**src/design/trellis_config.svh**
```systemverilog
`ifndef TRELLIS_CONFIG_SVH
`define TRELLIS_CONFIG_SVH

// width of branch and accumulated metrics, two's complement
`define METRIC_WIDTH 12

// trellis states, a power of four for the 4-way tree
`define NUM_STATES 64

// comparator tree levels, log4 of NUM_STATES
`define COMP_STAGES 3

`endif

```
**src/design/trellisPkg.sv**
```systemverilog
`include "trellis_config.svh"

package trellisPkg;

   // one signed metric word, branch or accumulated
   typedef logic signed [`METRIC_WIDTH-1:0] metric_t;

   // state index 0..NUM_STATES-1
   typedef logic [$clog2(`NUM_STATES)-1:0] stateIndex_t;

   // winner record carried through the max tree
   typedef struct packed {
      stateIndex_t index;   // state that holds the max
      metric_t     value;   // its accumulated metric
   } maxResult_t;

   // one metric per state, element i belongs to state i
   typedef metric_t [`NUM_STATES-1:0] metricBank_t;

   // branch metric loader FSM
   typedef enum logic {
      collecting,   // waiting for the rest of the 64 words
      full          // bank complete, waiting for symEn
   } loaderState_e;

endpackage

```
**src/design/metricAccumulator.sv**
```systemverilog
`timescale 1ns/1ps
`include "trellis_config.svh"

// Accumulated path metric of one trellis state. Each update adds the new
// branch metric and removes the previous symbol's maximum, then clamps
// to the metric range.
module metricAccumulator (
   input  logic                clk,
   input  logic                reset,
   input  logic                update,
   input  trellisPkg::metric_t branchMet,
   input  trellisPkg::metric_t normVal,
   output trellisPkg::metric_t accMet
);

   localparam int width = `METRIC_WIDTH;

   // two guard bits cover a + b - c without wrap
   localparam logic signed [width+1:0] maxPos = (2 ** (width - 1)) - 1;
   localparam logic signed [width+1:0] minNeg = -(2 ** (width - 1));

   logic signed [width+1:0] sum;
   trellisPkg::metric_t     satSum;

   always_comb begin
      sum = accMet + branchMet - normVal;   // signed, extended
      if (sum > maxPos) begin
         satSum = maxPos[width-1:0];
      end else if (sum < minNeg) begin
         satSum = minNeg[width-1:0];
      end else begin
         satSum = sum[width-1:0];
      end
   end

   always_ff @(posedge clk) begin
      if (reset) begin
         accMet <= '0;
      end else if (update) begin
         accMet <= satSum;
      end
   end

endmodule

```
**config.mk**
```make
export PLATFORM = sky130hd
export DESIGN_NAME = metricAccumulator
export DESIGN_NICKNAME = d
export VERILOG_FILES = /design/src/design/trellisPkg.sv /design/src/design/metricAccumulator.sv
export VERILOG_INCLUDE_DIRS = /design/src /design/src/design
export SDC_FILE = /design/constraint.sdc
export NUM_CORES = 1
export LEC_CHECK = 0
export BUFFER_PORTS_ARGS = -buffer_cell sky130_fd_sc_hd__buf_4
export CAP_MARGIN = 15
export CORE_ASPECT_RATIO = 0.9
export CORE_MARGIN = 4
export CORE_UTILIZATION = 50
export CTS_CLUSTER_SIZE = 40
export DETAILED_ROUTE_END_ITERATION = 10
export GPL_TIMING_DRIVEN = 0
export PLACE_DENSITY_LB_ADDON = 0.3
export RECOVER_POWER = 50
export SYNTH_ARGS = -nofsm -noshare
export SYNTH_HDL_FRONTEND = slang
export SYNTH_SLANG_ARGS = --single-unit
```
**constraint.sdc**
```tcl
create_clock -name clk -period 7.6 [get_ports clk]
set_input_delay 0.76 -clock clk [delete_from_list [all_inputs] [get_ports clk]]
set_output_delay 0.76 -clock clk [all_outputs]
set_load 0.1 [all_outputs]
```
; ---- Word level (Yosys, flattened, before mapping)
; Index checks and enable logic that the tools add are counted.
[op_classes]
add_sub_neg = 2
magnitude_cmp = 2
n_mux = 2
[op_table]
columns = cell, n
row1 = 12-bit two-way mux, 2
row2 = 14-bit by 12-bit greater-than comparator with 1-bit output (second input constant), 1
row3 = 14-bit by 12-bit < comparator with 1-bit output (second input constant), 1
row4 = 13-bit by 12-bit subtractor with 14-bit output, 1
row5 = 12-bit by 12-bit adder with 13-bit output, 1
[word_totals]
ff_bits = 12
inputBits = 27
out_inout_bits = 12
wordCells = 7

; ---- Logic depth before layout (Yosys ltp)
[depth]
ltp_word = 5
ltp_mapped = 13

; ---- Worst setup path before layout
; OpenSTA, ideal clock, no wires.
[synth_timing]
kind = register to register
startpoint = register accMet[10]
endpoint = register accMet[10]
setup_time_ns = 0.136
t_arrival_ns = 3.486
path_slack_ns = 3.978
stages_incl_launch_ff = 12
path_buffers = 0
period_less_slack_ns = 3.622
cell_sequence = dfxtp_1 -> inv_1 -> fa_1 -> inv_1 -> ha_1 -> a21o_1 -> a211o_1 -> or3_2 -> o211ai_2 -> o21ai_2 -> a221oi_1 -> a211oi_1
[synth_via]
elab_chain_cells = 5
elab_cells_between_ends = 6
[synth_rtl]
columns = item, line_no
row1 = from (decl), metricAccumulator.sv:13  ; output trellisPkg::metric_t accMet
row2 = from (signal assigned), metricAccumulator.sv:40  ; accMet <= satSum;
row3 = 12-bit by 12-bit adder with 13-bit output (*), metricAccumulator.sv:26  ; sum = accMet + branchMet - normVal;
row4 = 13-bit by 12-bit subtractor with 14-bit output (*), metricAccumulator.sv:26
row5 = 14-bit by 12-bit < comparator with 1-bit output, metricAccumulator.sv:29  ; end else if (sum < minNeg) begin
row6 = 12-bit two-way mux, metricAccumulator.sv:29
row7 = 12-bit two-way mux (*), metricAccumulator.sv:27  ; if (sum > maxPos) begin
; Mark *: on every way between the ends. The rest lies on a longest branch, timed or not.
; A chain may end at the register's enable or synchronous reset.

; ---- Worst setup path after layout
[layout_timing]
startpoint = input port branchMet[1]
endpoint = register accMet[10]
[layout_via]
elab_chain_cells = 5
elab_cells_between_ends = 6
[layout_rtl]
columns = item, line_no
row1 = from (decl), metricAccumulator.sv:11  ; input trellisPkg::metric_t branchMet,
row2 = 12-bit by 12-bit adder with 13-bit output (*), metricAccumulator.sv:26
row3 = 13-bit by 12-bit subtractor with 14-bit output (*), metricAccumulator.sv:26
row4 = 14-bit by 12-bit < comparator with 1-bit output, metricAccumulator.sv:29
row5 = 12-bit two-way mux, metricAccumulator.sv:29
row6 = 12-bit two-way mux (*), metricAccumulator.sv:27
; Marks and branches as above.

==> impl_metrics.ini <==
[detailed_routing]
viasPerCell = 5.28
remaining_drc_errors = 0
met2WireLength_microns = 1660
met1Wirelength_microns = 1700
met3_wirelength_microns = 206
drtIter0Drc = 59
final_antenna_net_count = 0
firstDrtPassIters = 4
via_count = 1479
wire_per_inst_microns = 12.8
drt_wl_total_microns = 3590
routed.top_layer = met4

[logic_synthesis]
synth_sequential_area_ratio = 0.146
yosysUniqueCellTypes = 56
synth_area_sq_um = 1650
postSynthRegisterBits = 12
syn_inst = 199
syn-num-nets = 252
async_flop_share = 0
synthesis.area_per_instance_sq_um = 8.29
synth_top_flop_cell = sky130_fd_sc_hd__dfxtp_1
synth-edff-count = 0
synth.yosys.warnings = 0

[cells_and_area]
num-nets-final = 293
largest_register_ff_count = 12
diodes = 0
areaGrowthSynthToFinish_pct = 19.3
largestRegisters = accMet: 12 flops
final_design_area_no_fill_sq_um = 1970
share_of_layout_cells_above_drive_strength_1 = 0.227
register_bank_with_the_most_flops = accMet

[setup_path]
cp.buffers_inverters = 2
startpoint = branchMet[1]
timing.critical_path.arrival_ns = 3.77
worstReg2RegStart = accMet[1]$_SDFFE_PP0P_
crit_path_start_kind = input port
data_required_time_at_the_worst_endpoint_ns = 7.75
timing.critical_path.to_type = flop
timing.critical_path.max_delay_family = adder cells
criticalPathCategory = input port to flop
critPathSlowestCell = sky130_fd_sc_hd__fa_1
critical_path_fanouts_max = 7
path_cells = buf_4 > fa_1 > inv_1 > fa_1 > nand2b_1 > a21oi_2 > o221ai_2 > mux2_1 > nor3_4 > o31ai_4 > a211oi_1
cp_common_cell = sky130_fd_sc_hd__fa_1
cp_slowest_stage_delay_ns = 0.59

[die]
chipHeight_microns = 62.5
die_width_microns = 68.5
die_area_sq_um = 4280
top_level_ports = 39
std_cell_rows = 19
core_area_sq_um = 3110
starting_utilization_of_the_core_area = 0.530

[clocking]
post_cts_buffers = 0
cts_sinks = 12
clkSlewWorstSetupHoldPaths_ns = 0.05
cts.hold.buffers_added = 0
clockRootBuffer = sky130_fd_sc_hd__clkbuf_8
cts_tree = yes
cts.path.max_buffers = 2
clock_tree.htree_level_count = 1
ctsResizeCount = 0
clk_latency_ns = 0.24
cts_made_buffers = 3

[global_route]
grt_start_max_net_pins = 11
grt.overflow.total = 0
grt_pass1_vias = 1425
initial_antenna_violation_count = 0
globalRouteTotalUtil = 0.183
grt_pass1_wl_microns = 6140

[sta]
headroom_to_the_max_slew_limit = 0.221
final-setup-viol-count = 0
timing_hold_violations_final = 0
post-route-worst-setup-slack_ns = 3.98
final.setup.tns_ns = 0
finalClockSkew_ns = 0.00275
final_max_slew_viol_count = 0
worst_pin_slew_ns = 1.17
grt_setup_unrepaired = false
layout_min_cycle_time_ns = 3.62
fin_hold_ws_ns = 0.499
layout_worst_path_cycle_share = 0.476
max_clock_freq_mhz = 276

[place]
gp_congestion = 0.814
dpl-instance-area_sq_um = 1970
port_buffers = 36
post-place-ws_ns = 3.79
hpwl_microns = 3090

[run]
max_cap_viol_count = 0

[run_status]
outcome = finished, final reports clean

[worst_hold_path]
hold_path.startpoint = accMet[0]$_SDFFE_PP0P_
path_category_of_the_worst_min_delay_check = flop to flop
## final timing paths
check,endpoint,slack [ns],depth (start not counted)
max reg2reg,accMet[10]$_SDFFE_PP0P_,4.33,10
max,accMet[10]$_SDFFE_PP0P_,3.98,11
min,accMet[0]$_SDFFE_PP0P_,0.50,2
min reg2reg,accMet[0]$_SDFFE_PP0P_,0.50,2
## through the flow
stage,util,std cells
after floorplan,-,199
after CTS,0.646,280
after global routing,0.632,280
final,0.632,280
after detailed placement,0.633,277
after global placement,0.633,277
## cells in the final DEF (no fill, tap or decap), types with 9 or more instances in the layout
cell type                  netlist  layout
sky130_fd_sc_hd__inv_1          48      48
sky130_fd_sc_hd__buf_4           1      25
sky130_fd_sc_hd__nor2_1         15      15
sky130_fd_sc_hd__ha_1           14      14
sky130_fd_sc_hd__clkbuf_1        1      13
sky130_fd_sc_hd__fa_1           12      12
sky130_fd_sc_hd__dfxtp_1        12      12
sky130_fd_sc_hd__a21oi_1         9       9
## layout make-up
class	count	area (sq um)
Fill cell	295	1150
Multi-Input combinational cell	134	1210
Sequential cell	12	240
Inverter	49	184
Clock buffer	3	41.3
Tap cell	42	52.6
Buffer	4	18.8
Timing Repair Buffer	36	225
## Yosys cell counts (3+ instances only)
master	n	area (sq um)
sky130_fd_sc_hd__or3_2	3	22.5
sky130_fd_sc_hd__a211oi_1	4	30.0
sky130_fd_sc_hd__o21ai_0	4	20.0
sky130_fd_sc_hd__inv_1	48	180
sky130_fd_sc_hd__ha_1	14	175
sky130_fd_sc_hd__nor2_1	15	56.3
sky130_fd_sc_hd__a311oi_1	4	35.0
sky130_fd_sc_hd__nand2b_1	3	18.8
sky130_fd_sc_hd__fa_1	12	240
sky130_fd_sc_hd__xnor2_1	3	26.3
sky130_fd_sc_hd__nand2_1	4	15.0
sky130_fd_sc_hd__a21oi_1	9	45.0
sky130_fd_sc_hd__o21ai_1	4	20.0
sky130_fd_sc_hd__dfxtp_1	12	240
sky130_fd_sc_hd__xor2_1	3	26.3
sky130_fd_sc_hd__a21o_1	3	22.5
sky130_fd_sc_hd__nor3_1	4	20.0
## logic make-up (layout without fill, tap and decap cells)
group | Yosys count | in the layout | share of synthesized area
fa+ha+maj | 26 | 26 | 0.252
flops | 12 | 12 | 0.146
xor+xnor | 6 | 6 | 0.0319
compound gates | 54 | 54 | 0.278
simple gates | 47 | 47 | 0.163
mux | 1 | 1 | 0.00683
buf+inv | 53 | 92 | 0.123
## worst register-to-register path: cells and delay by family (launching register included)
family                     cells  cell delay, ns
and+or+nand+nor                2            0.61
muxes                          1            0.39
AOI/OAI and AO/OA              4            0.77
buffers and inverters          1            0.08
adders and majority gates      2            0.99
DFF                            1            0.33
## metal layers
layer	GRT usage	vias to the layer above
met1	0.245	683
met4	0.0298	0
met3	0.0450	4
li1	-	754
met2	0.297	38
met5	0	-
Power is left out: the tool's default activity adds up to more than one toggle a clock period on the data nets, which glitch-free logic cannot reach.
