## src/design/trellis_config.svh

```systemverilog
`ifndef TRELLIS_CONFIG_SVH
`define TRELLIS_CONFIG_SVH

// width of branch and accumulated metrics, two's complement
`define METRIC_WIDTH 12

// trellis states, a power of four for the 4-way tree
`define NUM_STATES 64

// comparator tree levels, log4 of NUM_STATES
`define COMP_STAGES 3

`endif

```

## src/design/trellisPkg.sv

```systemverilog
`include "trellis_config.svh"

package trellisPkg;

   // one signed metric word, branch or accumulated
   typedef logic signed [`METRIC_WIDTH-1:0] metric_t;

   // state index 0..NUM_STATES-1
   typedef logic [$clog2(`NUM_STATES)-1:0] stateIndex_t;

   // winner record carried through the max tree
   typedef struct packed {
      stateIndex_t index;   // state that holds the max
      metric_t     value;   // its accumulated metric
   } maxResult_t;

   // one metric per state, element i belongs to state i
   typedef metric_t [`NUM_STATES-1:0] metricBank_t;

   // branch metric loader FSM
   typedef enum logic {
      collecting,   // waiting for the rest of the 64 words
      full          // bank complete, waiting for symEn
   } loaderState_e;

endpackage

```

## src/design/comp4Max.sv

```systemverilog
`timescale 1ns/1ps

// Registered four-way signed maximum. The winner keeps the index it came
// in with, shifted by indexOffset. Equal values go to the higher input
// position, which is also the higher state index.
module comp4Max #(
   parameter int indexOffset = 0   // first state of this group in stage 1
) (
   input  logic                    clk,
   input  trellisPkg::metric_t     in0,
   input  trellisPkg::metric_t     in1,
   input  trellisPkg::metric_t     in2,
   input  trellisPkg::metric_t     in3,
   input  trellisPkg::stateIndex_t indexIn0,
   input  trellisPkg::stateIndex_t indexIn1,
   input  trellisPkg::stateIndex_t indexIn2,
   input  trellisPkg::stateIndex_t indexIn3,
   output trellisPkg::maxResult_t  win
);

   localparam trellisPkg::stateIndex_t offset = trellisPkg::stateIndex_t'(indexOffset);

   trellisPkg::metric_t     lowVal;    // winner of in0/in1
   trellisPkg::metric_t     highVal;   // winner of in2/in3
   trellisPkg::stateIndex_t lowIdx;
   trellisPkg::stateIndex_t highIdx;
   trellisPkg::maxResult_t  nextWin;

   always_comb begin
      // >= lets the upper input take a tie
      if (in1 >= in0) begin
         lowVal = in1;
         lowIdx = indexIn1;
      end else begin
         lowVal = in0;
         lowIdx = indexIn0;
      end
      if (in3 >= in2) begin
         highVal = in3;
         highIdx = indexIn3;
      end else begin
         highVal = in2;
         highIdx = indexIn2;
      end
      if (highVal >= lowVal) begin
         nextWin.value = highVal;
         nextWin.index = highIdx + offset;
      end else begin
         nextWin.value = lowVal;
         nextWin.index = lowIdx + offset;
      end
   end

   always_ff @(posedge clk) begin
      win <= nextWin;
   end

endmodule

```

## src/design/maxMetricFinder.sv

```systemverilog
`timescale 1ns/1ps
`include "trellis_config.svh"

// Three-level tree of comp4Max over all accumulated metrics.
// update -> accumulators (1) -> stage 1 (2) -> stage 2 (3) -> stage 3 (4)
// -> result latch and maxValid (5)
// The latched maximum value also serves as normVal for the next symbol.
module maxMetricFinder (
   input  logic                    clk,
   input  logic                    reset,
   input  logic                    update,
   input  trellisPkg::metricBank_t accBank,
   output trellisPkg::maxResult_t  result,
   output logic                    maxValid,
   output trellisPkg::metric_t     normVal
);

   localparam int stage1Count = `NUM_STATES / 4;
   localparam int stage2Count = stage1Count / 4;

   trellisPkg::maxResult_t s1Win [stage1Count];
   trellisPkg::maxResult_t s2Win [stage2Count];
   trellisPkg::maxResult_t s3Win;

   // bit 0 lines up with the accumulator register, bit k with tree stage k
   logic [`COMP_STAGES:0] validPipe;

   // stage 1, local index 0..3 plus the group's first state
   for (genvar g = 0; g < stage1Count; g++) begin : genStage1
      comp4Max #(
         .indexOffset(4 * g)
      ) compS1 (
         .clk      (clk),
         .in0      (accBank[4*g]),
         .in1      (accBank[4*g+1]),
         .in2      (accBank[4*g+2]),
         .in3      (accBank[4*g+3]),
         .indexIn0 (trellisPkg::stateIndex_t'(0)),
         .indexIn1 (trellisPkg::stateIndex_t'(1)),
         .indexIn2 (trellisPkg::stateIndex_t'(2)),
         .indexIn3 (trellisPkg::stateIndex_t'(3)),
         .win      (s1Win[g])
      );
   end

   // stage 2, indices already absolute
   for (genvar g = 0; g < stage2Count; g++) begin : genStage2
      comp4Max #(
         .indexOffset(0)
      ) compS2 (
         .clk      (clk),
         .in0      (s1Win[4*g].value),
         .in1      (s1Win[4*g+1].value),
         .in2      (s1Win[4*g+2].value),
         .in3      (s1Win[4*g+3].value),
         .indexIn0 (s1Win[4*g].index),
         .indexIn1 (s1Win[4*g+1].index),
         .indexIn2 (s1Win[4*g+2].index),
         .indexIn3 (s1Win[4*g+3].index),
         .win      (s2Win[g])
      );
   end

   // final compare
   comp4Max #(
      .indexOffset(0)
   ) compS3 (
      .clk      (clk),
      .in0      (s2Win[0].value),
      .in1      (s2Win[1].value),
      .in2      (s2Win[2].value),
      .in3      (s2Win[3].value),
      .indexIn0 (s2Win[0].index),
      .indexIn1 (s2Win[1].index),
      .indexIn2 (s2Win[2].index),
      .indexIn3 (s2Win[3].index),
      .win      (s3Win)
   );

   always_ff @(posedge clk) begin
      if (reset) begin
         validPipe <= '0;
         maxValid  <= 1'b0;
         result    <= '0;
      end else begin
         validPipe <= {validPipe[`COMP_STAGES-1:0], update};
         maxValid  <= validPipe[`COMP_STAGES];
         if (validPipe[`COMP_STAGES]) begin
            result <= s3Win;   // hold until the next symbol
         end
      end
   end

   assign normVal = result.value;   // previous symbol's max

endmodule

```

## config.mk

```make
export PLATFORM = sky130hd
export DESIGN_NAME = maxMetricFinder
export DESIGN_NICKNAME = d
export VERILOG_FILES = /design/src/design/trellisPkg.sv /design/src/design/comp4Max.sv /design/src/design/maxMetricFinder.sv
export VERILOG_INCLUDE_DIRS = /design/src /design/src/design
export SDC_FILE = /design/constraint.sdc
export NUM_CORES = 2
export LEC_CHECK = 0
export ABC_AREA = 1
export ABC_CLOCK_PERIOD_IN_PS = 4250
export BUFFER_PORTS_ARGS = -buffer_cell sky130_fd_sc_hd__buf_4
export CORE_UTILIZATION = 50
export CTS_BUF_LIST = sky130_fd_sc_hd__clkbuf_4
export DETAILED_ROUTE_END_ITERATION = 8
export MAX_ROUTING_LAYER = met4
export PLACE_DENSITY = 0.83
export SLEW_MARGIN = 5
export SYNTH_ARGS = -nofsm -noshare
export SYNTH_HDL_FRONTEND = slang
export SYNTH_HIERARCHICAL = 1
export SYNTH_SLANG_ARGS = --single-unit
```

## constraint.sdc

```tcl
create_clock -name clk -period 4.25 [get_ports clk]
set_clock_uncertainty 0.1 [all_clocks]
set_input_delay 0 -clock clk [delete_from_list [all_inputs] [get_ports clk]]
set_output_delay 0 -clock clk [all_outputs]
set_load 0.05 [all_outputs]
```

==> results of run 1 <==
[per-layer routing]
metal  GRT overflow  global-route usage (%)
met1              0                    53.8
met2              3                    66.9
met3              0                    29.7
met4              0                    37.4
met5              -                       -
[cell families after synthesis]
logic type	count (synthesis)
AOI/OAI and AO/OA	930
xor gates and xnor gates	8
adders and majority gates	768
buffers and inverters	1769
DFF	401
other	2
and+or+nand+nor	3637
[metrics by stage]
| step | hold slack [ns] | cell area [um^2] |
|---|---|---|
| floorplan | -0.0288 | 51200 |
| global placement | 0.111 | 57500 |
| detailed placement | 0.111 | 57500 |
| CTS | 0.0000316 | 71500 |
[timing repair]
action | 4_1_cts
gates resized for setup | 0
endpoints found under the hold margin | 302
hold buffers | 1270
setup buffers | 0
==> results.tsv, run 1 <==
metric	value	unit
outcome	aborted with a tool error	
flow.stopped_at	global routing (5_1_grt)	
stop_error	[ERROR GRT-0116] Global routing finished with congestion. Check the congestion regions in the DRC Viewer.	
synth_simple_gate_area_share	37.7	%
synthTopCellsByCount	1,936 x nand2_1, 1,523 x inv_1, 768 x ha_1	
pre_cts_slack	0.270	ns
cts-root-buf	clkbuf_4	
rows	115	
die_h	317	um
grt_max_degree	38	
yosysMostFrequentCell	nand2_1	
yosys_warnings	6	
grt_pass1_vias	67511	
cts.sinks	401	
synth_top_area_cell	ha_1	
ys_seq_area_share	16.2	%
start_util	50.5	%
syn_inst	7515	
fp.dieW	317	um
synthFlopType	dfxtp_1	
synth_compound_area_share	11.4	%
synth-xor-area-share	0.141	%
grt_pass1_wl	374000	um
grt.overflow.total	3	
synth_top_area_share	19.3	%
cts_buffers	107	
num_io_pins	802	
yosys.area_share.adder	19.3	%
io_buffers	801	
synth_cell_types	52	
syn_area	49700	um^2
ys_ff_latch	401	
synth_edf_count	0	
synth_mux_area_share	0	%
dpl.cell_count	9848	
htree_levels	3	
synth_area_leaders	ha_1 19%, dfxtp_1 16%, nand2_1 15%	
place_congestion	1.03	
place_hpwl	133000	um
track_usage	50.1	%
clk_path_buf_depth	3	
synth_top_family_by_area	simple AND/OR/NAND/NOR gates	
syn_area_per_cell	6.61	um^2
synthArstFlopShare	0	%
==> run 2, diff against run 1 <==
--- a/config.mk
+++ b/config.mk
@@ -9,11 +9,9 @@
 export ABC_AREA = 1
 export ABC_CLOCK_PERIOD_IN_PS = 4250
 export BUFFER_PORTS_ARGS = -buffer_cell sky130_fd_sc_hd__buf_4
-export CORE_UTILIZATION = 50
-export CTS_BUF_LIST = sky130_fd_sc_hd__clkbuf_4
+export CORE_UTILIZATION = 35
 export DETAILED_ROUTE_END_ITERATION = 8
-export MAX_ROUTING_LAYER = met4
-export PLACE_DENSITY = 0.83
+export PLACE_DENSITY_LB_ADDON = 0.15
 export SLEW_MARGIN = 5
 export SYNTH_ARGS = -nofsm -noshare
 export SYNTH_HDL_FRONTEND = slang
==> results.tsv, run 2 <==
metric	value	unit
synth_area_leaders	ha_1 19%, dfxtp_1 16%, nand2_1 15%	
clock_latency	0.60	ns
synthTopCellsByCount	1,936 x nand2_1, 1,523 x inv_1, 768 x ha_1	
ir_drop	1.13	mV
core_area	140000	um^2
rows	137	
ys_ff_latch	401	
syn_inst	7515	
yosys_warnings	6	
largest_register_ffs	288	
cts-root-buf	clkbuf_16	
final_area	66900	um^2
grt.overflow.total	0	
die_area	143000	um^2
clk_pin_slew	0.06	ns
drtPass1Iterations	5	
clock.fmax	0.245	GHz
final-max-slew-violation-count	0	
leakage	37.8	nW
die_h	379	um
reg.largest.list	genStage1.compS1/win (288), genStage2.compS2/win (72), compS3/win (18)	
drt_iter0_drc	2938	
place_hpwl	145000	um
critPathKind	in -> reg	
route.detailed.drc	0	
setup_violations	0	
wirelength	174000	um
areaGrowthSynthToFinish	34.8	%
syn_area_per_cell	6.61	um^2
antenna_found_initial	6	
cts_buffers	49	
grt_pass1_wl	266000	um
start_util	35.4	%
endpoint_kind	flip-flop	
avgRoutedWirePerCell	15.5	um
fin_crit	4.08	ns
maxCapViolCount	0	
fin_util	47.7	%
min_period_over_period	96.0	%
grt_pass1_vias	49899	
max-slew-margin-rel	19.9	%
synth_edf_count	0	
tightestPinTransition	1.20	ns
htree_levels	2	
final_common_cell	nand2_1	
fp.dieW	379	um
cts.sinks	401	
synth_top_area_share	19.3	%
tns	0	ns
critical_path.max_fanout	19	
num_io_pins	802	
yosysMostFrequentCell	nand2_1	
via_per_inst	4.65	
track_usage	23.2	%
clk_path_buf_depth	3	
critPathLaunchType	input port	
synthArstFlopShare	0	%
grt_max_degree	38	
syn_area	49700	um^2
place_congestion	0.956	
place_area	58300	um^2
power_density	830	nW/um^2
crit_arrival	4.45	ns
synth_cell_types	52	
hp-class	in -> reg	
total_power	55.6	mW
final_cell_mix	1,935 x nand2_1, 1,523 x inv_1, 904 x buf_4	
required	4.62	ns
synthFlopType	dfxtp_1	
hold_viol	0	
num_vias	52127	
cts_tree	yes	
synth_top_area_cell	ha_1	
finalNetCount	10834	
regMostFlops	genStage1.compS1/win	
outcome	finished clean	
ys_seq_area_share	16.2	%
drive_gt1_share	18.2	%
io_buffers	801	
ant_nets	0	
## run 2: cell counts after synthesis
Identical to the previous run, type by type.
## run 2: repair_timing
action                     4_1_cts  5_1_grt
gates cloned                     0       15
setup endpoints to repair        7      213
setup buffers                    0       50
resized for setup                1       42
hold endpoints to repair       216        0
pin swaps                        0       23
hold buffers                   602        0
## run 2: worst max-delay path, stage by stage
cell and delay, ns:
dlygate4sd3_1 0.54, buf_4 0.15, ha_2 0.38, nand2_2 0.08, inv_2 0.07, nand2_4 0.06, nor2_8 0.15, nand2_4 0.07
nand3_2 0.08, nand2_4 0.18, nand3_4 0.23, buf_12 0.14, nand2_1 0.06, and2_1 0.14, ha_1 0.28, nand2_1 0.07
nor2_1 0.05, and2_1 0.19, nand2_1 0.15, inv_2 0.05, o21ai_1 0.22, nand3_4 0.28, nand3_1 0.18, dlygate4sd3_1 0.56
nand2_1 0.07
## run 2: path summary, 6_finish.rpt
kind                                 to  slack (ns)  cells past startpoint                   startpoint
max          genStage1[0].compS1/win[4]        0.17                     25                  accBank[47]
min                        validPipe[0]        0.07                      4                       update
max reg2reg  genStage2[0].compS2/win[0]        0.24                     17  genStage1[2].compS1/win[11]
min reg2reg                validPipe[3]        0.31                      2                 validPipe[2]
## run 2: layer usage
| layer | wire length [um] | vias to the layer above | global-route usage, % |
|---|---|---|---|
| li1 | - | 27481 | - |
| met1 | 84900 | 23422 | 32.6 |
| met2 | 78500 | 1078 | 38.6 |
| met3 | 7660 | 142 | 2.17 |
| met4 | 2530 | 4 | 3.83 |
| met5 | 26 | - | 0 |
## run 2: area by class of cell
class / count / area (um^2)
antenna: 4 / 10.0
clock buffer: 63 / 1370
clock inverter: 28 / 405
fill: 14577 / 73300
inverter: 1565 / 5890
multi-input combinational: 5764 / 35900
sequential: 401 / 8030
tap: 1876 / 2350
timing repair buffer: 1514 / 13000
## run 2: cells by family after synthesis
family / share of synthesized area [%]
simple gates: 37.7
buf+inv: 15.2
compound gates: 11.4
fa+ha+maj: 19.3
flops: 16.2
xor+xnor: 0.141
other cells: 0.0151
## run 2: where the power goes
part	switching (mW)	total, mW	leakage [nW]	internal (mW)
clock	1.77	4.60	0.865	2.84
combinational	27.9	43.5	33.5	15.6
sequential	1.21	7.44	3.37	6.23
total	30.9	55.6	37.8	24.7
## run 2: through the flow
stage | hold slack [ns] | instances | worst slack (ns)
finish | 0.0693 | 11215 | 0.171
global route | 0.0601 | 11215 | -0.0134
CTS | 0.0103 | 11146 | 0.00774
detailed placement | 0.118 | 10453 | 0.0285
global placement | 0.113 | 10453 | 0.0655
floorplan | -0.0288 | 7919 | 0.955
No activity file was read; power rests on OpenSTA's default activity.
