`config.mk`:
```
export PLATFORM = sky130hd
export DESIGN_NAME = branchMetricLoader
export DESIGN_NICKNAME = d
export VERILOG_FILES = /design/src/design/trellisPkg.sv /design/src/design/branchMetricLoader.sv
export VERILOG_INCLUDE_DIRS = /design/src /design/src/design
export SDC_FILE = /design/constraint.sdc
export NUM_CORES = 1
export LEC_CHECK = 0
export BUFFER_PORTS_ARGS = -buffer_cell sky130_fd_sc_hd__buf_2
export CORE_AREA = 4 4 300 302
export CTS_BUF_LIST = sky130_fd_sc_hd__clkbuf_2 sky130_fd_sc_hd__clkbuf_4 sky130_fd_sc_hd__clkbuf_8
export DETAILED_ROUTE_END_ITERATION = 16
export DIE_AREA = 0 0 304 306
export SYNTH_ARGS = -nofsm -noshare
export SYNTH_HDL_FRONTEND = slang
export SYNTH_SLANG_ARGS = --single-unit
```
`constraint.sdc`:
```
create_clock -name clk -period 4.8 [get_ports clk]
set_clock_uncertainty 0.05 [all_clocks]
set_input_delay 0.72 -clock clk [delete_from_list [all_inputs] [get_ports clk]]
set_output_delay 0.72 -clock clk [all_outputs]
set_load 0.01 [all_outputs]
```
`src/design/trellis_config.svh`:
```
`ifndef TRELLIS_CONFIG_SVH
`define TRELLIS_CONFIG_SVH

// width of branch and accumulated metrics, two's complement
`define METRIC_WIDTH 12

// trellis states, a power of four for the 4-way tree
`define NUM_STATES 64

// comparator tree levels, log4 of NUM_STATES
`define COMP_STAGES 3

`endif

```
`src/design/trellisPkg.sv`:
```
`include "trellis_config.svh"

package trellisPkg;

   // one signed metric word, branch or accumulated
   typedef logic signed [`METRIC_WIDTH-1:0] metric_t;

   // state index 0..NUM_STATES-1
   typedef logic [$clog2(`NUM_STATES)-1:0] stateIndex_t;

   // winner record carried through the max tree
   typedef struct packed {
      stateIndex_t index;   // state that holds the max
      metric_t     value;   // its accumulated metric
   } maxResult_t;

   // one metric per state, element i belongs to state i
   typedef metric_t [`NUM_STATES-1:0] metricBank_t;

   // branch metric loader FSM
   typedef enum logic {
      collecting,   // waiting for the rest of the 64 words
      full          // bank complete, waiting for symEn
   } loaderState_e;

endpackage

```
`src/design/branchMetricLoader.sv`:
```
`timescale 1ns/1ps
`include "trellis_config.svh"

// Serial branch metrics are written slot by slot into a bank. Once all
// NUM_STATES words are in, the next symEn commits the bank with a
// one-cycle update pulse. A symEn that comes too early is flagged on
// missedSym and the partial bank stays as it is.
module branchMetricLoader (
   input  logic                    clk,
   input  logic                    reset,
   input  logic                    bmEn,
   input  trellisPkg::metric_t     bmData,
   input  logic                    symEn,
   output trellisPkg::metricBank_t bmBank,
   output logic                    update,
   output logic                    missedSym
);

   localparam trellisPkg::stateIndex_t lastSlot =
      trellisPkg::stateIndex_t'(`NUM_STATES - 1);

   trellisPkg::loaderState_e state;
   trellisPkg::stateIndex_t  count;   // next slot to be written

   always_ff @(posedge clk) begin
      if (reset) begin
         state     <= trellisPkg::collecting;
         count     <= '0;
         update    <= 1'b0;
         missedSym <= 1'b0;
      end else begin
         update    <= 1'b0;   // both outputs are single pulses
         missedSym <= 1'b0;
         case (state)
            trellisPkg::collecting: begin
               if (symEn) begin
                  missedSym <= 1'b1;   // bank not complete yet
               end
               if (bmEn) begin
                  if (count == lastSlot) begin
                     state <= trellisPkg::full;
                     count <= '0;
                  end else begin
                     count <= count + 1'b1;
                  end
               end
            end
            trellisPkg::full: begin
               // extra words are dropped here, no back-pressure
               if (symEn) begin
                  update <= 1'b1;
                  state  <= trellisPkg::collecting;
                  count  <= '0;
               end
            end
            default: begin
               state <= trellisPkg::collecting;
               count <= '0;
            end
         endcase
      end
   end

   // bank write
   // accumulators sample bmBank one edge after update, so a word written
   // on that same edge is still the old one for them
   always_ff @(posedge clk) begin
      if (bmEn && (state == trellisPkg::collecting)) begin
         bmBank[count] <= bmData;
      end
   end

endmodule

```
Word-level counts from Yosys, hierarchy flattened

Cells that the tools add are included.

Word-level logic and storage cells: 92
Bits in registers: 777

Mux-type cells: 12
Bitwise logic cells: 1
Add/subtract/negate cells: 1
Reduce and logical (&&, ||, !) cells: 5
Equal/unequal tests: 3
Magnitude comparators: 2

Operators with widths:

| operator                                                                            | number |
|---|---|
| 768-bit bitwise mux                                                                 | 1 |
| 12-bit demux with 6-bit select                                                      | 1 |
| 6-bit two-way mux                                                                   | 3 |
| 12-bit two-way mux                                                                  | 1 |
| 6-bit case mux with 2 select lines                                                  | 1 |
| 6-bit by 7-bit less-than comparator with 1-bit output, second input constant        | 1 |
| 6-bit by 1-bit adder with 6-bit output, second input constant                       | 1 |
| 6-bit == test, second input constant                                                | 1 |
| 6-bit by 1-bit greater-or-equal comparator with 1-bit output, second input constant | 1 |
| 1-bit two-way mux                                                                   | 4 |
| 2-bit != test, second input constant                                                | 2 |
| 2-bit OR reduction                                                                  | 2 |
| 1-bit logical AND                                                                   | 2 |
| 1-bit case mux with 2 select lines                                                  | 1 |
| 2-bit AND reduction                                                                 | 1 |
| 1-bit NOT                                                                           | 1 |

Longest topological paths before layout

Gate-level depths: netlist of the first run.

Word-level depth: 5
Gate-level depth with buffers: 5
Depth with buffers taken out: 4

Worst setup path before layout of the first run

No wires, ideal clock.

Path kind: in2reg
Start point: input port bmEn
End point: register bmBank[396] (netlist name), enable pin
Library setup time: 0.380 ns
Data required time: 4.370 ns
Setup slack: 2.605 ns
Cell stages on the path: 4
Arrival: 1.765 ns
Cells stage by stage: nor2b_1 > buf_4 > nand3_1 > nor2_1

Word-level cells in the longest chain between the ends: 1

RTL lines:

| element                       | line                     | source |
|---|---|---|
| start, declared               | branchMetricLoader.sv:11 | `input logic bmEn,` |
| 1-bit logical AND             | branchMetricLoader.sv:68 | `if (bmEn && (state == trellisPkg::collecting)) begin` |
| end signal, assigned by index | branchMetricLoader.sv:69 | `bmBank[count] <= bmData;` |
| end, declared                 | branchMetricLoader.sv:14 | `output trellisPkg::metricBank_t bmBank,` |

Every way passes these cells.
A chain may end at the register's enable or synchronous reset.

Final worst setup path of the first run

Start point: register state
End point: register bmBank[643] (netlist name), enable pin

Word-level cells in the longest chain between the ends: 2

RTL lines:

| element                    | line                     | source |
|---|---|---|
| start, declared            | branchMetricLoader.sv:22 | `trellisPkg::loaderState_e state;` |
| start signal, assigned     | branchMetricLoader.sv:27 | `state <= trellisPkg::collecting;` |
| start signal, assigned     | branchMetricLoader.sv:41 | `state <= trellisPkg::full;` |
| start signal, assigned     | branchMetricLoader.sv:52 | `state <= trellisPkg::collecting;` |
| 1-bit NOT (no source line) | n/a                      |  |
| 1-bit logical AND          | branchMetricLoader.sv:68 |  |

Every way passes these cells.

==> results of run 1 <==
[critical path: cells and delay by family, from the launching register on]
kind / cells / cell delay [ns]
and+or+nand+nor: 3 / 1.81
DFF: 1 / 0.44
buffers and inverters: 1 / 0.34
[power groups by stage]
stage               Sequential (W)  Combinational (W)  Clock (W)
floorplan                  0.00763          0.0000234          0
global placement           0.00762           0.000238          0
detailed placement         0.00762           0.000242          0
CTS                        0.00748           0.000243    0.00586
global route               0.00748           0.000251    0.00618
finish                     0.00748           0.000235    0.00570
[layout make-up]
type	instances	area, um^2
clock buffer	158	1940
clock inverter	60	551
sequential	777	23200
multi-input combinational	120	603
inverter	2	7.51
antenna	4	10.0
fill	8099	55700
tap	1165	1460
timing repair buffer	812	4130
[Yosys cell counts, types with 2 or more instances]
library cell	number
edfxtp_1	768
inv_1	2
nand3_1	11
nand2_1	8
buf_6	3
a21oi_1	6
clkbuf_1	2
dfxtp_1	9
buf_4	3
nor2b_1	5
nor2_1	71
or3_1	2
[cell families after synthesis]
family / Yosys count
DFF: 777
and+or+nand+nor: 104
AOI/OAI and AO/OA: 14
buffers and inverters: 12
muxes: 1
adders and majority gates: 1
[final timing paths]
path | start | to | slack [ns] | cells after the start
setup reg to reg | state | bmBank[643] | 1.76 | 4
setup / recovery | state | bmBank[643] | 1.76 | 4
hold / removal | symEn | update | 0.25 | 3
hold reg to reg | count[3] | count[4] | 0.54 | 2
[metal layers]
| metal | vias up | GRT usage | wire length, um |
|---|---|---|---|
| met2 | 890 | 0.284 | 40500 |
| met1 | 6823 | 0.197 | 30100 |
| li1 | 5504 | - | - |
| met5 | - | 0 | 11 |
| met4 | 2 | 0.0649 | 2840 |
| met3 | 151 | 0.0562 | 7830 |
[stage by stage]
step,hold slack [ns],setup slack (ns)
3_3_place_gp,0.502,1.40
3_5_place_dp,0.531,1.23
4_1_cts,0.123,1.63
5_1_grt,0.160,1.43
6_report,0.248,1.76
2_1_floorplan,0.502,2.60
[registers in the layout, indices dropped and copies added (netlist names)]
name,cells
missedSym,1
count,6
update,1
state,1
bmBank,768
[cells in the final DEF, fill, tap and decap left out, drive strengths merged, types with 4 or more instances in the layout]
cell type | netlist | layout
a21oi | 6 | 6
buf | 7 | 812
bufinv | 0 | 9
clkbuf | 3 | 158
clkinv | 0 | 45
dfxtp | 9 | 9
diode | 0 | 4
edfxtp | 768 | 768
inv | 2 | 5
nand2 | 8 | 8
nand3 | 11 | 11
nor2 | 71 | 71
nor2b | 5 | 5
==> flow_metrics.tcl, run 1 <==
set metrics [dict create \
    synth_compound_area_frac 0.00413 \
    clk_path_buf_depth 3 \
    synth_edf_count 768 \
    grt_max_degree 44 \
    synth_xor_area_frac 0 \
    ios 786 \
    antenna_found_initial 12 \
    floorplan.core_area_mm2 0.0877 \
    swShare 0.207 \
    cts_setup_buffers 0 \
    ant_nets 0 \
    pwr_density_cell_mw_per_mm2 420 \
    grt_pass1_wl_um 109000 \
    slowest_delay_ns 0.77 \
    comb_power_share 0.018 \
    clk_latency_ns 0.74 \
    firstDrtPassIters 7 \
    clkPwrFrac 0.425 \
    dieArea_mm2 0.0930 \
    synth-main-ff-cell "edfxtp_1" \
    seq_power_share 0.558 \
    finalPower_w 0.0134 \
    final_area_mm2 0.0319 \
    drc 0 \
    syn_to_final_growth_pct 33.5 \
    synth_top_family_by_area "simple AND/OR/NAND/NOR gates" \
    critPathMaxFanout 12 \
    fmax_mhz 329 \
    critical_path_class "reg -> reg" \
    die_w_um 304 \
    period_share 0.634 \
    synthAdderAreaFrac 0.000523 \
    vias 13370 \
    required_ns 5.08 \
    end_kind "flop" \
    wl_per_cell_um 26.2 \
    maxSlewViolCount 0 \
    nets 1850 \
    netlist.area_leader.share 0.964 \
    cap_violations 0 \
    routed_wl_um 81300 \
    die_h_um 306 \
    hold_path.class "in -> reg" \
    vias_per_cell 4.32 \
    grt_overflow 0 \
    clockRootBuffer "clkbuf_8" \
    grt_usage 0.167 \
    cp_slowest_cell "nor2_1" \
    finish.utilization 0.364 \
    path_clk_slew_ns 0.07 \
    synth.largest_area_cell "edfxtp_1" \
    htreeDepth 3 \
    synth-async-reset-ratio 0 \
    grt_setup_unrepaired "false" \
    slew_headroom 0.217 \
    leakagePower_nw 11.7 \
    yosys_register_bits 777 \
    synth_cells 909 \
    start_util 0.273 \
    post-dp-hpwl_um 53000 \
    finalHoldViolCount 0 \
    synth_area_mm2 0.0239 \
    hold_buffers 0 \
    synth-simple-area-share 0.0197 \
    num_rows 109 \
    gp_congestion 0.817 \
    ys_types 31 \
    final-setup-viol-count 0 \
    period_minus_slack_ns 3.04 \
    worst_pin_slew_ns 1.17 \
    crit_chain "nor2b_1 > nand3_1 > buf_4 > nor2_1" \
    cts_resized 0 \
    syn_area_per_cell_um2 26.3 \
    io_buffers 785 \
    final_cells 3098 \
    layout-drive-gt1-share 0.524 \
    clock_sinks 777 \
    fin_setup_tns_ns 0 \
    dp_cells 2876 \
    internal_power_w 0.0106 \
    peakVddDrop_uv 253 \
    synth-seq-area-share 0.971 \
    cp.arrival_ns 3.32 \
    cts_tree "built" \
    netlist_top_cells_area "edfxtp_1, nor2_1, dfxtp_1, nand3_1, buf_6" \
    worstSetupStartpointType "flop" \
    synth_mux_area_frac 0.000418 \
    power.switching_w 0.00278 \
    status "finished, final reports clean" \
    first_iter_violations 1230 \
    cts_buffers 120 \
    grt_pass1_vias 13885 \
    placed_cell_area_mm2 0.0294 \
    synth_warnings 0 \
    synthesis.nets 926 \
]
No activity file was read; power rests on OpenSTA's default activity.
==> run 2, diff against run 1 <==
Clock period 4.8 ns to 2.9 ns, I/O delays scaled along.
==> run 2 against run 1 <==
Net effect: sequential power up 66%; final cell count grew 1.8%; clock power up 56%; final area increased by 1.6%; register-to-register slack worse by 1.2 ns; hold slack worse by 0.14 ns; global-route usage down 0.31 points; sequential share of layout area fell by 1.1 points; setup slack worse by 1.2 ns; combinational power increased by 80%; core utilization up 0.57 points; critical path type unchanged; largest cell class unchanged.
==> flow_metrics.tcl, run 2 (same netlist as run 1, synthesis figures left out) <==
set metrics [dict create \
    start_util 0.273 \
    post-dp-hpwl_um 51400 \
    ff2ff_setup_slack_ns 0.56 \
    crit_start "state" \
    period_minus_slack_ns 2.34 \
    grt_pass1_vias 13977 \
    num_rows 109 \
    final-setup-viol-count 0 \
    drc 0 \
    worstSetupStartpointType "flop" \
    r2r-start "state" \
    die_w_um 304 \
    clk_path_buf_depth 3 \
    cts_tree "built" \
    worst_pin_slew_ns 0.911 \
    largest_register "bmBank" \
    required_ns 3.27 \
    routed_wl_um 79100 \
    min_path_cells 1 \
    endpoint "bmBank[592]" \
    critical_path_class "reg -> reg" \
    hold_path.class "in -> reg" \
    peakVddDrop_uv 446 \
    period_share 0.806 \
    cap_violations 0 \
    slew_headroom 0.391 \
    cts_setup_buffers 0 \
    floorplan.core_area_mm2 0.0877 \
    critPathMaxFanout 11 \
    htreeDepth 3 \
    first_iter_violations 1009 \
    layout.cells.most_common "buf_2" \
    io_buffers 785 \
    mostFrequentLayoutCells "buf_2, edfxtp_1, clkbuf_8, buf_4, nor2_1" \
    nFillCells 8069 \
    timing.rr.end "bmBank[592]" \
    pwr_density_cell_mw_per_mm2 670 \
    dieArea_mm2 0.0930 \
    fin_setup_tns_ns 0 \
    maxSlewViolCount 0 \
    largest_registers "bmBank x768, count x6" \
    grt_max_degree 65 \
    path_clk_slew_ns 0.07 \
    firstDrtPassIters 5 \
    clockRootBuffer "clkbuf_8" \
    antenna_found_initial 7 \
    ios 786 \
    grt_usage 0.164 \
    fmax_mhz 428 \
    grt_pass1_wl_um 108000 \
    vias 13328 \
    ant_nets 0 \
    reg2reg_depth 5 \
    largest_register_ffs 768 \
    grt_setup_unrepaired "false" \
    clk_latency_ns 0.72 \
    status "finished, final reports clean" \
    layout-drive-gt1-share 0.537 \
    clock_sinks 777 \
    grt_overflow 0 \
    wl_per_cell_um 25.1 \
    syn_to_final_growth_pct 35.6 \
    hold_start "bmData[2]" \
    vias_per_cell 4.23 \
    leakagePower_nw 12.0 \
    die_h_um 306 \
    nets 1922 \
    cts_buffers 120 \
    cp.arrival_ns 2.71 \
    finalHoldViolCount 0 \
    finish.utilization 0.370 \
    gp_congestion 0.802 \
    end_kind "flop" \
]
==> run 2: cell count changes in the layout (fill, tap and decap cells not counted), moves of 4 or more <==
| cell | delta |
|---|---|
| dlygate4sd3_1 | +4 |
| clkbuf_4 | -7 |
| clkinv_2 | -4 |
| buf_4 | +59 |
| buf_12 | +9 |
==> run 2: per-stage QoR <==
step	setup WS, ns	cell area, um^2	power, W	std cells	hold slack, ns
global route	0.396	32400	0.0226	3152	0.0515
global placement	0.464	30100	0.0130	2944	0.517
detailed placement	0.437	30100	0.0130	2944	0.526
floorplan	0.955	23900	0.0127	909	0.484
CTS	0.514	32400	0.0220	3150	0.0360
finish	0.564	32400	0.0217	3153	0.113
==> run 2: worst max-delay path, cell delays in order, from the launching register on <==
cell and delay, ns:
dfxtp_1 0.43, nor2b_1 0.36, nand3_1 0.41, buf_4 0.33, nor2_1 0.24, buf_4 0.23
==> run 2: final cells by class <==
cell class | instances | area, um^2 | share of cell area
Clock buffer | 151 | 1890 | 0.0583
Timing Repair Buffer | 884 | 4790 | 0.148
Antenna cell | 3 | 7.51 | 0.000231
Multi-Input combinational cell | 120 | 603 | 0.0186
Clock inverter | 51 | 439 | 0.0135
Inverter | 2 | 7.51 | 0.000231
Tap cell | 1165 | 1460 | 0.0449
Sequential cell | 777 | 23200 | 0.716
==> run 2: worst min path at each step <==
stage | endpoint | slack [ns]
finish | bmBank[182] | 0.11
CTS | bmBank[182] | 0.04
global placement | count[4] | 0.52
detailed placement | count[4] | 0.53
global route | bmBank[86] | 0.05
floorplan | bmBank[0] | 0.48
==> run 2: power by group <==
group	internal (W)	switching (W)	total [W]
Clock	0.00487	0.00405	0.00892
Combinational	0.0000720	0.000352	0.000424
Sequential	0.0124	0.0000123	0.0124
==> run 2: routing by layer <==
metal | vias to the layer above | track usage | share of wire
li1 | 5634 | - | -
met1 | 6748 | 0.188 | 0.37
met2 | 805 | 0.283 | 0.51
met3 | 137 | 0.0597 | 0.092
met4 | 4 | 0.0600 | 0.031
met5 | - | 0 | 0.00034
==> run 2: what timing repair did <==
action                                 in CTS  in global routing
hold buffers                                4                  0
gates resized for setup                     0                  0
endpoints found under the hold margin       8                  0
==> run 3, diff against run 2 <==
Clock period 2.9 ns to 2.1 ns, I/O delays scaled along.
==> run 3 against run 2 <==
Net effect: flip-flop and latch count unchanged; largest cell class unchanged; non-clock buffer count increased by 19; final cell count grew 1.0%; hold slack worse by 0.015 ns; setup slack worse by 0.44 ns; via count is 0.53% higher; sequential power grew 38%; total power up 37%; critical endpoint is now bmBank[763]; largest power group unchanged; global-route usage down 0.35 points.
==> flow_metrics.tcl, run 3 (same netlist as run 1, synthesis figures left out) <==
set metrics [dict create \
    dp_slack_ns -0.0227 \
    endpoint "bmBank[763]" \
    cts_buffers 117 \
    swShare 0.207 \
    post-dp-hpwl_um 50200 \
    period_share 0.943 \
    first_iter_violations 1036 \
    grt_pass1_wl_um 106000 \
    r2r-start "state" \
    maxSlewViolCount 0 \
    fin_setup_tns_ns 0 \
    finish.utilization 0.372 \
    gp_congestion 0.753 \
    crit_start "bmEn" \
    cp.arrival_ns 2.36 \
    postLayoutSetupSlackWorst_ns 0.119 \
    use_met1 0.184 \
    firstDrtPassIters 5 \
    nFillCells 8129 \
    clkPwrFrac 0.407 \
    gr-usage-met3 0.0555 \
    grt_max_degree 65 \
    num_rows 109 \
    required_ns 2.48 \
    end_kind "flop" \
    power.switching_w 0.00618 \
    worst_pin_slew_ns 0.591 \
    path_clk_slew_ns 0.06 \
    cts_tree "built" \
    floorplan.core_area_mm2 0.0877 \
    ff2ff_setup_slack_ns 0.12 \
    slew_headroom 0.606 \
    comb_power_share 0.020 \
    critical_path_class "in -> reg" \
    pwr_density_cell_mw_per_mm2 915 \
    die_w_um 304 \
    ios 786 \
    grt_pass1_vias 13999 \
    vias 13398 \
    layout-drive-gt1-share 0.536 \
    mostFrequentLayoutCells "buf_2, edfxtp_1, clkbuf_8, buf_4, nor2_1" \
    clockRootBuffer "clkbuf_8" \
    routed_wl_um 77500 \
    fmax_mhz 505 \
    grt_busiest_layer "met2" \
    status "finished, final reports clean" \
    clk_latency_ns 0.74 \
    cap_violations 0 \
    grt_setup_unrepaired "false" \
    peakVddDrop_uv 690 \
    timing.rr.end "bmBank[763]" \
    worstSetupStartpointType "input port" \
    grtUsageMet2 0.279 \
    hold_path.class "in -> reg" \
    grt_overflow 0 \
    clock_sinks 777 \
    finalHoldViolCount 0 \
    nets 1938 \
    largest_registers "bmBank x768, count x6" \
    dieArea_mm2 0.0930 \
    htreeDepth 3 \
    wl_per_cell_um 24.3 \
    period_minus_slack_ns 1.98 \
    syn_to_final_growth_pct 36.2 \
    clk_path_buf_depth 3 \
    seq_power_share 0.574 \
    start_util 0.273 \
    antenna_found_initial 4 \
    leakagePower_nw 12.1 \
    internal_power_w 0.0236 \
    grt_usage 0.160 \
    reg2reg_depth 5 \
    die_h_um 306 \
    critPathMaxFanout 12 \
    layout.cells.most_common "buf_2" \
    ant_nets 0 \
    drc 0 \
    largest_register "bmBank" \
    vias_per_cell 4.21 \
    final-setup-viol-count 0 \
    largest_register_ffs 768 \
    io_buffers 785 \
]
run 3: cell types whose count changed in the layout (fill, tap and decap cells not counted):
cell           change
inv_12             +2
clkinv_8           +1
clkbuf_4           +8
clkinv_1          +10
clkinv_2           +3
buf_4             +14
bufinv_16          -3
inv_8              -2
clkinvlp_4         -3
dlygate4sd3_1      +5
clkbuf_8           -3
run 3: through the flow:
stage | hold slack, ns | total power (W) | instance area [um^2] | std cells
after floorplan | 0.364 | 0.0175 | 23900 | 909
after global placement | 0.499 | 0.0180 | 30200 | 2958
after detailed placement | 0.509 | 0.0180 | 30200 | 2958
after CTS | 0.00908 | 0.0301 | 32600 | 3182
after global routing | 0.0234 | 0.0309 | 32600 | 3183
final | 0.0979 | 0.0298 | 32600 | 3185
run 3: final cells by class:
type | instances | area, um^2 | area share
Sequential cell | 777 | 23200 | 0.713
Clock buffer | 156 | 1910 | 0.0586
Inverter | 2 | 7.51 | 0.000230
Multi-Input combinational cell | 120 | 603 | 0.0185
Tap cell | 1165 | 1460 | 0.0447
Timing Repair Buffer | 903 | 4950 | 0.152
Antenna cell | 3 | 7.51 | 0.000230
Clock inverter | 59 | 405 | 0.0124
run 3: power by group through the flow:
stage / Clock (W) / Sequential [W] / Combinational [W]
after floorplan: 0 / 0.0174 / 0.0000534
after global placement: 0 / 0.0174 / 0.000587
after detailed placement: 0 / 0.0174 / 0.000591
after CTS: 0.0125 / 0.0171 / 0.000605
after global routing: 0.0132 / 0.0171 / 0.000628
final: 0.0121 / 0.0171 / 0.000585
run 3: how the worst min path moves through the flow:
stage,startpoint,slack (ns),cells after the start,end
finish,bmData[8],0.1,2,bmBank[668]
global placement,count[3],0.50,2,count[4]
floorplan,bmData[0],0.36,0,bmBank[0]
CTS,bmData[3],0.009,2,bmBank[327]
global route,bmData[8],0.02,2,bmBank[668]
detailed placement,count[3],0.51,2,count[4]
run 3: layer usage:
metal,share of wire,up-vias
li1,-,5678
met1,0.37,6769
met3,0.095,138
met4,0.028,0
met5,0,-
met2,0.51,813
run 3: critical path: stages:
cell and delay [ns]:
dlygate4sd3_1 0.57, buf_2 0.17, nor2b_1 0.27, buf_4 0.20, nand4_4 0.36, nor2_1 0.23
buf_4 0.23
run 3: timing repair:
item                                    4_1_cts  5_1_grt
endpoints found under the setup margin        0       12
hold buffers                                  9        0
hold endpoints to repair                     24        0
setup buffers                                 0        0
resized for setup                             0        0
